### src/k423_pkg.sv
// shared widths, word types, kept opcodes and the alu and branch operation enums

package k423_pkg;

  // ------------------------------
  // widths
  // ------------------------------
  localparam int XLEN      = 32;
  localparam int ADDR_W    = 32;
  localparam int INST_W    = 32;
  localparam int REG_IDX_W = 5;

  // architectural registers, x0 included
  localparam int NUM_REGS = 32;

  // ------------------------------
  // word types
  // ------------------------------
  typedef logic [XLEN-1:0]      xlen_t;
  typedef logic [ADDR_W-1:0]    addr_t;
  typedef logic [INST_W-1:0]    inst_t;
  typedef logic [REG_IDX_W-1:0] reg_idx_t;

  // ------------------------------
  // major opcodes that are kept
  // ------------------------------
  localparam logic [6:0] OPC_OP     = 7'b0110011;
  localparam logic [6:0] OPC_OP_IMM = 7'b0010011;
  localparam logic [6:0] OPC_LUI    = 7'b0110111;
  localparam logic [6:0] OPC_BRANCH = 7'b1100011;
  localparam logic [6:0] OPC_JAL    = 7'b1101111;

  // ------------------------------
  // operation enums
  // ------------------------------
  // pass_b forwards operand b untouched, used by lui
  typedef enum logic [3:0] {
    ALU_ADD,
    ALU_SUB,
    ALU_AND,
    ALU_OR,
    ALU_XOR,
    ALU_SLT,
    ALU_SLTU,
    ALU_SLL,
    ALU_SRL,
    ALU_SRA,
    ALU_PASS_B
  } alu_op_e;

  // branch condition, jump means always taken
  typedef enum logic [2:0] {
    BR_NONE,
    BR_EQ,
    BR_NE,
    BR_LT,
    BR_GE,
    BR_JUMP
  } br_op_e;

endpackage

### src/k423_fetch.sv
// fetch stage with program counter, branch redirect and fetch-to-decode register

module k423_fetch #(
  parameter k423_pkg::addr_t RESET_PC = '0
) (
  input  logic             clk_i,
  input  logic             arst_n_i,
  // redirect from execute
  input  logic             br_tkn_i,
  input  k423_pkg::addr_t  br_pc_i,
  // instruction memory
  output k423_pkg::addr_t  imem_addr_o,
  input  k423_pkg::inst_t  imem_rdata_i,
  // to decode
  output logic             if_vld_o,
  output k423_pkg::addr_t  if_pc_o,
  output k423_pkg::inst_t  if_inst_o
);

  k423_pkg::addr_t pc_q;
  k423_pkg::addr_t pc_nxt;

  logic            if_vld_q;
  k423_pkg::addr_t if_pc_q;
  k423_pkg::inst_t if_inst_q;

  // ------------------------------
  // program counter
  // ------------------------------
  // sequential unless execute resolves a taken branch or jal
  assign pc_nxt = br_tkn_i ? br_pc_i : pc_q + 32'd4;

  always_ff @(posedge clk_i or negedge arst_n_i) begin
    if (!arst_n_i) begin
      pc_q <= RESET_PC;
    end else begin
      pc_q <= pc_nxt;
    end
  end

  assign imem_addr_o = pc_q;

  // ------------------------------
  // fetch-to-decode register
  // ------------------------------
  // the word fetched under a redirect is wrong path
  always_ff @(posedge clk_i or negedge arst_n_i) begin
    if (!arst_n_i) begin
      if_vld_q <= 1'b0;
    end else begin
      if_vld_q <= ~br_tkn_i;
    end
  end

  always_ff @(posedge clk_i) begin
    if_pc_q   <= pc_q;
    if_inst_q <= imem_rdata_i;
  end

  assign if_vld_o  = if_vld_q;
  assign if_pc_o   = if_pc_q;
  assign if_inst_o = if_inst_q;

endmodule

### src/k423_decode.sv
// instruction decoder, immediate generation and decode-to-execute register

module k423_decode (
  input  logic                clk_i,
  input  logic                arst_n_i,
  input  logic                br_tkn_i,
  // from fetch
  input  logic                if_vld_i,
  input  k423_pkg::addr_t     if_pc_i,
  input  k423_pkg::inst_t     if_inst_i,
  // register read
  output k423_pkg::reg_idx_t  rs1_idx_o,
  output k423_pkg::reg_idx_t  rs2_idx_o,
  input  k423_pkg::xlen_t     rs1_data_i,
  input  k423_pkg::xlen_t     rs2_data_i,
  // to execute
  output logic                id_vld_o,
  output k423_pkg::addr_t     id_pc_o,
  output k423_pkg::alu_op_e   id_alu_op_o,
  output k423_pkg::br_op_e    id_br_op_o,
  output k423_pkg::xlen_t     id_op_a_o,
  output k423_pkg::xlen_t     id_op_b_o,
  output k423_pkg::xlen_t     id_rs1_o,
  output k423_pkg::xlen_t     id_rs2_o,
  output k423_pkg::xlen_t     id_imm_o,
  output logic                id_rd_vld_o,
  output k423_pkg::reg_idx_t  id_rd_idx_o
);

  logic [6:0]         opcode;
  logic [2:0]         funct3;
  logic [6:0]         funct7;
  k423_pkg::reg_idx_t rd_idx;

  k423_pkg::xlen_t    imm_i;
  k423_pkg::xlen_t    imm_u;
  k423_pkg::xlen_t    imm_b;
  k423_pkg::xlen_t    imm_j;

  logic               f7_ok;
  k423_pkg::alu_op_e  alu_op;
  k423_pkg::br_op_e   br_op;
  k423_pkg::xlen_t    op_a;
  k423_pkg::xlen_t    op_b;
  k423_pkg::xlen_t    imm;
  logic               rd_vld;

  // ------------------------------
  // fields and immediates
  // ------------------------------
  assign opcode = if_inst_i[6:0];
  assign funct3 = if_inst_i[14:12];
  assign funct7 = if_inst_i[31:25];
  assign rd_idx = if_inst_i[11:7];

  assign rs1_idx_o = if_inst_i[19:15];
  assign rs2_idx_o = if_inst_i[24:20];

  assign imm_i = {{20{if_inst_i[31]}}, if_inst_i[31:20]};
  assign imm_u = {if_inst_i[31:12], 12'b0};
  assign imm_b = {{19{if_inst_i[31]}}, if_inst_i[31], if_inst_i[7],
                  if_inst_i[30:25], if_inst_i[11:8], 1'b0};
  assign imm_j = {{11{if_inst_i[31]}}, if_inst_i[31], if_inst_i[19:12],
                  if_inst_i[20], if_inst_i[30:21], 1'b0};

  // funct7 0x20 only exists for sub and sra
  assign f7_ok = (funct7 == 7'b0000000) ||
                 ((funct7 == 7'b0100000) && (funct3 == 3'b000 || funct3 == 3'b101));

  // ------------------------------
  // decoder
  // ------------------------------
  always_comb begin
    alu_op = k423_pkg::ALU_ADD;
    br_op  = k423_pkg::BR_NONE;
    op_a   = rs1_data_i;
    op_b   = rs2_data_i;
    imm    = imm_i;
    rd_vld = 1'b0;
    case (opcode)
      k423_pkg::OPC_OP: begin
        rd_vld = f7_ok;
        case (funct3)
          3'b000:  alu_op = funct7[5] ? k423_pkg::ALU_SUB : k423_pkg::ALU_ADD;
          3'b001:  alu_op = k423_pkg::ALU_SLL;
          3'b010:  alu_op = k423_pkg::ALU_SLT;
          3'b011:  alu_op = k423_pkg::ALU_SLTU;
          3'b100:  alu_op = k423_pkg::ALU_XOR;
          3'b101:  alu_op = funct7[5] ? k423_pkg::ALU_SRA : k423_pkg::ALU_SRL;
          3'b110:  alu_op = k423_pkg::ALU_OR;
          default: alu_op = k423_pkg::ALU_AND;
        endcase
      end
      k423_pkg::OPC_OP_IMM: begin
        op_b   = imm_i;
        rd_vld = 1'b1;
        // shift immediates and sltiu are not kept
        case (funct3)
          3'b000:  alu_op = k423_pkg::ALU_ADD;
          3'b010:  alu_op = k423_pkg::ALU_SLT;
          3'b100:  alu_op = k423_pkg::ALU_XOR;
          3'b110:  alu_op = k423_pkg::ALU_OR;
          3'b111:  alu_op = k423_pkg::ALU_AND;
          default: rd_vld = 1'b0;
        endcase
      end
      k423_pkg::OPC_LUI: begin
        alu_op = k423_pkg::ALU_PASS_B;
        op_a   = '0;
        op_b   = imm_u;
        imm    = imm_u;
        rd_vld = 1'b1;
      end
      k423_pkg::OPC_BRANCH: begin
        imm = imm_b;
        case (funct3)
          3'b000:  br_op = k423_pkg::BR_EQ;
          3'b001:  br_op = k423_pkg::BR_NE;
          3'b100:  br_op = k423_pkg::BR_LT;
          3'b101:  br_op = k423_pkg::BR_GE;
          default: br_op = k423_pkg::BR_NONE;
        endcase
      end
      k423_pkg::OPC_JAL: begin
        // link address pc + 4 comes out of the alu
        op_a   = if_pc_i;
        op_b   = 32'd4;
        imm    = imm_j;
        br_op  = k423_pkg::BR_JUMP;
        rd_vld = 1'b1;
      end
      default: rd_vld = 1'b0;
    endcase
    if (rd_idx == '0) begin
      rd_vld = 1'b0;
    end
  end

  // ------------------------------
  // decode-to-execute register
  // ------------------------------
  always_ff @(posedge clk_i or negedge arst_n_i) begin
    if (!arst_n_i) begin
      id_vld_o <= 1'b0;
    end else begin
      id_vld_o <= if_vld_i & ~br_tkn_i;
    end
  end

  always_ff @(posedge clk_i) begin
    id_pc_o     <= if_pc_i;
    id_alu_op_o <= alu_op;
    id_br_op_o  <= br_op;
    id_op_a_o   <= op_a;
    id_op_b_o   <= op_b;
    id_rs1_o    <= rs1_data_i;
    id_rs2_o    <= rs2_data_i;
    id_imm_o    <= imm;
    id_rd_vld_o <= rd_vld;
    id_rd_idx_o <= rd_idx;
  end

endmodule

### src/k423_regfile.sv
// register file with forwarding reads, writeback register and debug outputs

module k423_regfile (
  input  logic                clk_i,
  input  logic                arst_n_i,
  // read ports for decode
  input  k423_pkg::reg_idx_t  rs1_idx_i,
  input  k423_pkg::reg_idx_t  rs2_idx_i,
  output k423_pkg::xlen_t     rs1_data_o,
  output k423_pkg::xlen_t     rs2_data_o,
  // result from execute
  input  logic                ex_rd_vld_i,
  input  k423_pkg::reg_idx_t  ex_rd_idx_i,
  input  k423_pkg::xlen_t     ex_rd_data_i,
  input  k423_pkg::addr_t     ex_pc_i,
  // retiring instruction
  output k423_pkg::addr_t     wb_pc_o,
  output logic                wb_rd_vld_o,
  output k423_pkg::reg_idx_t  wb_rd_idx_o,
  output k423_pkg::xlen_t     wb_rd_o
);

  // x0 has no storage
  k423_pkg::xlen_t    regs_q [k423_pkg::NUM_REGS-1:1];

  logic               wb_vld_q;
  k423_pkg::reg_idx_t wb_idx_q;
  k423_pkg::xlen_t    wb_data_q;
  k423_pkg::addr_t    wb_pc_q;

  // ------------------------------
  // writeback register
  // ------------------------------
  always_ff @(posedge clk_i or negedge arst_n_i) begin
    if (!arst_n_i) begin
      wb_vld_q <= 1'b0;
    end else begin
      wb_vld_q <= ex_rd_vld_i;
    end
  end

  always_ff @(posedge clk_i) begin
    wb_idx_q  <= ex_rd_idx_i;
    wb_data_q <= ex_rd_data_i;
    wb_pc_q   <= ex_pc_i;
  end

  // valid retire implies rd != 0
  always_ff @(posedge clk_i) begin
    if (wb_vld_q) begin
      regs_q[wb_idx_q] <= wb_data_q;
    end
  end

  // ------------------------------
  // reads, newest value wins
  // ------------------------------
  function automatic k423_pkg::xlen_t fwd_read(input k423_pkg::reg_idx_t idx);
    k423_pkg::xlen_t data;
    if (idx == '0) begin
      data = '0;
    end else if (ex_rd_vld_i && ex_rd_idx_i == idx) begin
      data = ex_rd_data_i;
    end else if (wb_vld_q && wb_idx_q == idx) begin
      data = wb_data_q;
    end else begin
      data = regs_q[idx];
    end
    return data;
  endfunction

  always_comb begin
    rs1_data_o = fwd_read(rs1_idx_i);
    rs2_data_o = fwd_read(rs2_idx_i);
  end

  assign wb_pc_o     = wb_pc_q;
  assign wb_rd_vld_o = wb_vld_q;
  assign wb_rd_idx_o = wb_idx_q;
  assign wb_rd_o     = wb_data_q;

endmodule

### src/k423_execute.sv
// alu, branch and jump resolution, result toward writeback

module k423_execute (
  // from decode
  input  logic                id_vld_i,
  input  k423_pkg::addr_t     id_pc_i,
  input  k423_pkg::alu_op_e   id_alu_op_i,
  input  k423_pkg::br_op_e    id_br_op_i,
  input  k423_pkg::xlen_t     id_op_a_i,
  input  k423_pkg::xlen_t     id_op_b_i,
  input  k423_pkg::xlen_t     id_rs1_i,
  input  k423_pkg::xlen_t     id_rs2_i,
  input  k423_pkg::xlen_t     id_imm_i,
  input  logic                id_rd_vld_i,
  input  k423_pkg::reg_idx_t  id_rd_idx_i,
  // redirect
  output logic                br_tkn_o,
  output k423_pkg::addr_t     br_pc_o,
  // result
  output logic                ex_rd_vld_o,
  output k423_pkg::reg_idx_t  ex_rd_idx_o,
  output k423_pkg::xlen_t     ex_rd_data_o,
  output k423_pkg::addr_t     ex_pc_o
);

  k423_pkg::xlen_t alu_res;
  logic [4:0]      shamt;
  logic            rs_eq;
  logic            rs_lt;
  logic            take;
  k423_pkg::addr_t target;

  // ------------------------------
  // alu
  // ------------------------------
  assign shamt = id_op_b_i[4:0];

  always_comb begin
    case (id_alu_op_i)
      k423_pkg::ALU_ADD:    alu_res = id_op_a_i + id_op_b_i;
      k423_pkg::ALU_SUB:    alu_res = id_op_a_i - id_op_b_i;
      k423_pkg::ALU_AND:    alu_res = id_op_a_i & id_op_b_i;
      k423_pkg::ALU_OR:     alu_res = id_op_a_i | id_op_b_i;
      k423_pkg::ALU_XOR:    alu_res = id_op_a_i ^ id_op_b_i;
      k423_pkg::ALU_SLT:    alu_res = {31'b0, $signed(id_op_a_i) < $signed(id_op_b_i)};
      k423_pkg::ALU_SLTU:   alu_res = {31'b0, id_op_a_i < id_op_b_i};
      k423_pkg::ALU_SLL:    alu_res = id_op_a_i << shamt;
      k423_pkg::ALU_SRL:    alu_res = id_op_a_i >> shamt;
      k423_pkg::ALU_SRA:    alu_res = $signed(id_op_a_i) >>> shamt;
      k423_pkg::ALU_PASS_B: alu_res = id_op_b_i;
      default:              alu_res = '0;
    endcase
  end

  // ------------------------------
  // branch unit
  // ------------------------------
  // compares raw register values, not the alu operands
  assign rs_eq = (id_rs1_i == id_rs2_i);
  assign rs_lt = ($signed(id_rs1_i) < $signed(id_rs2_i));

  always_comb begin
    case (id_br_op_i)
      k423_pkg::BR_EQ:   take = rs_eq;
      k423_pkg::BR_NE:   take = ~rs_eq;
      k423_pkg::BR_LT:   take = rs_lt;
      k423_pkg::BR_GE:   take = ~rs_lt;
      k423_pkg::BR_JUMP: take = 1'b1;
      default:           take = 1'b0;
    endcase
  end

  // pc relative for both branches and jal
  assign target = id_pc_i + id_imm_i;

  // ------------------------------
  // outputs, only for a live instruction
  // ------------------------------
  assign br_tkn_o     = id_vld_i & take;
  assign br_pc_o      = id_vld_i ? target : '0;

  assign ex_rd_vld_o  = id_vld_i & id_rd_vld_i;
  assign ex_rd_idx_o  = id_vld_i ? id_rd_idx_i : '0;
  assign ex_rd_data_o = id_vld_i ? alu_res : '0;
  assign ex_pc_o      = id_vld_i ? id_pc_i : '0;

endmodule

### src/k423_core.sv
// top level of the four stage core, wiring fetch, decode, execute and register file

module k423_core #(
  parameter k423_pkg::addr_t RESET_PC = '0
) (
  input  logic                clk_i,
  input  logic                arst_n_i,
  // instruction memory
  output k423_pkg::addr_t     imem_addr_o,
  input  k423_pkg::inst_t     imem_rdata_i,
  // retire debug
  output k423_pkg::addr_t     debug_wb_pc_o,
  output logic                debug_wb_rd_vld_o,
  output k423_pkg::reg_idx_t  debug_wb_rd_idx_o,
  output k423_pkg::xlen_t     debug_wb_rd_o
);

  // ------------------------------
  // stage wires
  // ------------------------------
  logic               br_tkn;
  k423_pkg::addr_t    br_pc;

  logic               if_vld;
  k423_pkg::addr_t    if_pc;
  k423_pkg::inst_t    if_inst;

  k423_pkg::reg_idx_t rs1_idx;
  k423_pkg::reg_idx_t rs2_idx;
  k423_pkg::xlen_t    rs1_data;
  k423_pkg::xlen_t    rs2_data;

  logic               id_vld;
  k423_pkg::addr_t    id_pc;
  k423_pkg::alu_op_e  id_alu_op;
  k423_pkg::br_op_e   id_br_op;
  k423_pkg::xlen_t    id_op_a;
  k423_pkg::xlen_t    id_op_b;
  k423_pkg::xlen_t    id_rs1;
  k423_pkg::xlen_t    id_rs2;
  k423_pkg::xlen_t    id_imm;
  logic               id_rd_vld;
  k423_pkg::reg_idx_t id_rd_idx;

  logic               ex_rd_vld;
  k423_pkg::reg_idx_t ex_rd_idx;
  k423_pkg::xlen_t    ex_rd_data;
  k423_pkg::addr_t    ex_pc;

  // ------------------------------
  // fetch
  // ------------------------------
  k423_fetch #(
    .RESET_PC ( RESET_PC )
  ) u_k423_fetch (
    .clk_i        ( clk_i        ),
    .arst_n_i     ( arst_n_i     ),
    .br_tkn_i     ( br_tkn       ),
    .br_pc_i      ( br_pc        ),
    .imem_addr_o  ( imem_addr_o  ),
    .imem_rdata_i ( imem_rdata_i ),
    .if_vld_o     ( if_vld       ),
    .if_pc_o      ( if_pc        ),
    .if_inst_o    ( if_inst      )
  );

  // ------------------------------
  // decode
  // ------------------------------
  k423_decode u_k423_decode (
    .clk_i       ( clk_i     ),
    .arst_n_i    ( arst_n_i  ),
    .br_tkn_i    ( br_tkn    ),
    .if_vld_i    ( if_vld    ),
    .if_pc_i     ( if_pc     ),
    .if_inst_i   ( if_inst   ),
    .rs1_idx_o   ( rs1_idx   ),
    .rs2_idx_o   ( rs2_idx   ),
    .rs1_data_i  ( rs1_data  ),
    .rs2_data_i  ( rs2_data  ),
    .id_vld_o    ( id_vld    ),
    .id_pc_o     ( id_pc     ),
    .id_alu_op_o ( id_alu_op ),
    .id_br_op_o  ( id_br_op  ),
    .id_op_a_o   ( id_op_a   ),
    .id_op_b_o   ( id_op_b   ),
    .id_rs1_o    ( id_rs1    ),
    .id_rs2_o    ( id_rs2    ),
    .id_imm_o    ( id_imm    ),
    .id_rd_vld_o ( id_rd_vld ),
    .id_rd_idx_o ( id_rd_idx )
  );

  // ------------------------------
  // register file and retire
  // ------------------------------
  k423_regfile u_k423_regfile (
    .clk_i        ( clk_i             ),
    .arst_n_i     ( arst_n_i          ),
    .rs1_idx_i    ( rs1_idx           ),
    .rs2_idx_i    ( rs2_idx           ),
    .rs1_data_o   ( rs1_data          ),
    .rs2_data_o   ( rs2_data          ),
    .ex_rd_vld_i  ( ex_rd_vld         ),
    .ex_rd_idx_i  ( ex_rd_idx         ),
    .ex_rd_data_i ( ex_rd_data        ),
    .ex_pc_i      ( ex_pc             ),
    .wb_pc_o      ( debug_wb_pc_o     ),
    .wb_rd_vld_o  ( debug_wb_rd_vld_o ),
    .wb_rd_idx_o  ( debug_wb_rd_idx_o ),
    .wb_rd_o      ( debug_wb_rd_o     )
  );

  // ------------------------------
  // execute
  // ------------------------------
  k423_execute u_k423_execute (
    .id_vld_i     ( id_vld     ),
    .id_pc_i      ( id_pc      ),
    .id_alu_op_i  ( id_alu_op  ),
    .id_br_op_i   ( id_br_op   ),
    .id_op_a_i    ( id_op_a    ),
    .id_op_b_i    ( id_op_b    ),
    .id_rs1_i     ( id_rs1     ),
    .id_rs2_i     ( id_rs2     ),
    .id_imm_i     ( id_imm     ),
    .id_rd_vld_i  ( id_rd_vld  ),
    .id_rd_idx_i  ( id_rd_idx  ),
    .br_tkn_o     ( br_tkn     ),
    .br_pc_o      ( br_pc      ),
    .ex_rd_vld_o  ( ex_rd_vld  ),
    .ex_rd_idx_o  ( ex_rd_idx  ),
    .ex_rd_data_o ( ex_rd_data ),
    .ex_pc_o      ( ex_pc      )
  );

endmodule

### config.mk
export PLATFORM = sky130hd
export DESIGN_NAME = k423_core
export DESIGN_NICKNAME = d
export VERILOG_FILES = /design/src/k423_pkg.sv /design/src/k423_fetch.sv /design/src/k423_decode.sv /design/src/k423_regfile.sv /design/src/k423_execute.sv /design/src/k423_core.sv
export SDC_FILE = /design/constraint.sdc
export NUM_CORES = 2
export LEC_CHECK = 0
export BUFFER_PORTS_ARGS = -buffer_cell sky130_fd_sc_hd__clkbuf_2
export CAP_MARGIN = 20
export CORE_ASPECT_RATIO = 1.75
export CORE_UTILIZATION = 52
export DETAILED_ROUTE_END_ITERATION = 8
export PLACE_DENSITY = 0.76
export SETUP_SLACK_MARGIN = 0.1
export SLEW_MARGIN = 10
export SYNTH_ARGS = -nofsm -noshare
export SYNTH_HDL_FRONTEND = slang
export SYNTH_SLANG_ARGS = --single-unit
### constraint.sdc
create_clock -name clk_i -period 5.7 [get_ports clk_i]
set_clock_uncertainty 0.05 [all_clocks]
set_input_delay 0.285 -clock clk_i [delete_from_list [all_inputs] [get_ports clk_i]]
set_output_delay 0.285 -clock clk_i [all_outputs]
set_load 0.05 [all_outputs]
==> summary.txt <==
Yosys
  • Area leader, netlist: edfxtp_1
  • Most common cell in the netlist: edfxtp_1
  • Sequential area share after synthesis: 54.3%
  • Area contributors post-synth: edfxtp_1 43%, mux4_2 20%, dfxtp_1 9.8%, ha_1 3.0%, mux2i_1 2.9%
  • Synth unique cells: between 90 and 100
  • Post-synth top cells: 992 x edfxtp_1, 607 x mux4_2, 367 x nor2_1
  • Prevailing post-synth register cell: edfxtp_1
  • Flop and latch count out of synthesis: ~1400
  • Synth async-reset ratio: under 10%
  • Synth Area per Inst: between 10 and 15 µm²
  • Ys Warns: 0
  • Mapped Nets: approximately 5100
  • Synth Instances: between 4000 and 5000
  • Syn Std Cell Area: slightly below 70000 µm²
  • Area share of the largest cell type after synthesis: between 40 and 50%
  • EDFF count, synth: slightly below 1000

Timing
  • Worst rel slew slack: about 11%
  • Total Neg Setup Slack: 0 ns
  • PnR worst setup slack: approximately 0.43 ns
  • RSZ-0062 raised after global routing: false
  • Hold Vio Cnt, Final: 0
  • Worst-margin pin slew: approximately 1.3 ns
  • Fin crit share: between 90 and 100%
  • Setup violators final: 0
  • Min Tclk post-route: between 5 and 6 ns
  • Pins Over Slew Limit: 0
  • Hold WS: between 0.1 and 0.15 ns
  • Max frequency: around 0.19 GHz

Critical path
  • Max FO, Critical Path: 11
  • Critical Path RT: about 6.3 ns
  • Crit. End Element: register
  • Worst Setup Path Type: reg -> reg
  • Worst setup SP type: register
  • Worst EP arrival: just under 6 ns

Layout
  • Share of cells above drive strength 1: between 20% and 30%
  • Fin nets: roughly 5300
  • Synth-to-Final Area Change: 12.1%
  • Cell area after layout: 77300 µm²

CTS
  • CTS tree: done
  • Worst-path clk slew: approximately 0.07 ns
  • CTS root buf: clkbuf_16
  • Postcts setup bufs: 0
  • H-tree depth: 3
  • Clock buffer depth: 3
  • Worst-Skew Late Latency: just under 0.8 ns
  • Num Clock Sinks: approximately 1400
  • CTS Buf Count: 118

Power
  • Power per cell area: ~380 nW/µm²
  • Switching pwr: roughly 0.010 W
  • Sequential share of power: about 45%
  • Max IR drop VDD: 0.261 mV
  • Comb power frac: around a quarter
  • P_int: 0.0193 W
  • Switching share of total power: approximately 34%
  • Leakage: 27.6 nW
  • Total power: slightly below 0.03 W
  • Clock power share: a little under 30%

Die
  • Die area: approximately 130000 µm²
  • Initial Utilization: a little over half
  • Die X: 277 µm
  • I/O pin total: roughly 140
  • Core area: 131000 µm²
  • Row count: around 180
  • Chip height: 484 µm

Global routing
  • Vias in the first global route: around 50000
  • Initial antenna violation count: 16
  • Grt ovf: 0
  • Largest net degree at the start of global routing: approximately 100
  • Global-route wire length before repair: 373000 µm
  • Tot GR Track Use: between 30% and 40%

Detailed routing
  • Router iterations before antenna repair: 6
  • DR iter-0 viols: between 6000 and 7000
  • Routed vias/inst: approximately 7.2
  • Routed Wire Length: between 200000 and 300000 µm
  • DRC errors left: 0
  • Vias: approximately 50000
  • Routed WL per cell: approximately 39 µm
  • Antenna viol nets, final: 0

Placement
  • Routability cong.: 1.10
  • Pre-CTS setup slack: approximately 0.84 ns
  • Placed cell area: 72600 µm²
  • Hpwl dp: approximately 180000 µm
  • IO Port Bufs: around 140

Worst hold path
  • HP Class: in -> reg

Flow run
  • Max_cap viols: 0

Status
  • Status: finished clean
==> critical path, stage by stage, from the launching register on <==
cell and delay [ns]:
dfxtp_1 0.54, inv_1 0.13, ha_1 0.48, inv_1 0.23, a21oi_1 0.13, o31ai_1 0.49, nand3_1 0.74, nor2_1 0.29
o21ai_0 0.17, buf_4 0.19, o41ai_1 0.87, xnor2_1 0.20, nor2_1 0.06, a211oi_1 0.29, buf_4 0.20, o22ai_1 0.08
==> per-stage QoR <==
step                      util (%)  cells
after floorplan                  -   4910
after global placement        55.2   6610
after detailed placement      55.2   6614
after CTS                     58.6   6870
after global routing          58.8   6890
final                         58.8   6897
==> layer usage <==
layer	share of wire (%)	up-vias	track usage, %	wire, µm
li1	-	19694	-	-
met1	30	24874	41.9	81200
met2	49	3870	65.9	131000
met3	9.5	1236	9.13	25400
met4	11	12	37.6	30500
met5	0.028	-	0	76
==> flip-flops by register name, indices dropped and copies added (netlist names), 3 cells and up <==
| name | count |
|---|---|
| u_k423_decode.id_alu_op_o | 4 |
| u_k423_decode.id_br_op_o | 3 |
| u_k423_decode.id_imm_o | 32 |
| u_k423_decode.id_op_a_o | 32 |
| u_k423_decode.id_op_b_o | 32 |
| u_k423_decode.id_pc_o | 32 |
| u_k423_decode.id_rd_idx_o | 5 |
| u_k423_decode.id_rs1_o | 32 |
| u_k423_decode.id_rs2_o | 32 |
| u_k423_fetch.if_inst_o | 32 |
| u_k423_fetch.if_pc_o | 32 |
| u_k423_fetch.imem_addr_o | 32 |
| u_k423_regfile.regs_q | 992 |
| u_k423_regfile.wb_pc_o | 32 |
| u_k423_regfile.wb_rd_idx_o | 5 |
| u_k423_regfile.wb_rd_o | 32 |
==> worst paths after layout <==
check                      depth (start not counted)                      endpoint  slack, ns                         from
max                                               15    u_k423_decode.id_rs2_o[29]       0.43  u_k423_decode.id_op_a_o[12]
max reg2reg                                       15    u_k423_decode.id_rs2_o[29]       0.43  u_k423_decode.id_op_a_o[12]
min reg2reg                                        0     u_k423_decode.id_pc_o[24]       0.31     u_k423_fetch.if_pc_o[24]
min in group asynchronous                          3  u_k423_fetch.imem_addr_o[18]       0.46                     arst_n_i
min                                                2     u_k423_fetch.if_inst_o[6]       0.10              imem_rdata_i[6]
max in group asynchronous                          4   u_k423_fetch.imem_addr_o[1]       4.65                     arst_n_i
==> cell families (layout without fill, tap and decap cells) <==
group,count (synthesis),in the layout,share of synthesized area (%)
AO/OA/AOI/OAI,976,976,9.10
XOR/XNOR,85,85,1.08
adder cells (fa/ha/maj),171,171,3.13
buffers and inverters,505,789,2.96
flip-flops,1365,1365,54.3
multiplexers,833,833,23.2
other,0,12,0
AND/OR/NAND/NOR,975,975,6.28
==> power groups by stage <==
| stage | clock network (W) | logic (W) | registers [W] |
|---|---|---|---|
| floorplan | 0 | 0.00341 | 0.0142 |
| global placement | 0 | 0.00683 | 0.0136 |
| detailed placement | 0 | 0.00688 | 0.0136 |
| CTS | 0.00864 | 0.00694 | 0.0134 |
| global route | 0.00895 | 0.00787 | 0.0132 |
| finish | 0.00862 | 0.00755 | 0.0132 |
==> area by class of cell <==
| cell class | count | area, µm² |
|---|---|---|
| Antenna cell | 12 | 30.0 |
| Sequential cell | 1365 | 37500 |
| Fill cell | 9884 | 54200 |
| Clock buffer | 146 | 3230 |
| Multi-Input combinational cell | 3040 | 29800 |
| Tap cell | 1691 | 2120 |
| Clock inverter | 77 | 867 |
| Timing Repair Buffer | 408 | 3180 |
| Inverter | 158 | 593 |
==> timing repair <==
item	CTS	global route
resized for setup	0	0
endpoints found under the hold margin	67	9
hold buffers	33	1
==> layout by cell type (no fill, tap or decap), drive strengths merged, types with 22 or more instances in the layout <==
master	n
o22ai	40
nand2	318
mux4	608
o21ai	227
dfrtp	35
nor2	368
a211oi	47
mux2i	202
and2	61
xor2	36
dfxtp	338
clkbuf	282
mux2	23
o31ai	29
nand3	52
nor3	42
nand4	25
ha	168
a221o	22
xnor2	49
edfxtp	992
o211ai	33
inv	165
a22o	38
a21oi	294
buf	238
a221oi	29
clkinv	50
a21o	41
dlygate4sd3	34
Power figures use the tool's default switching activity.
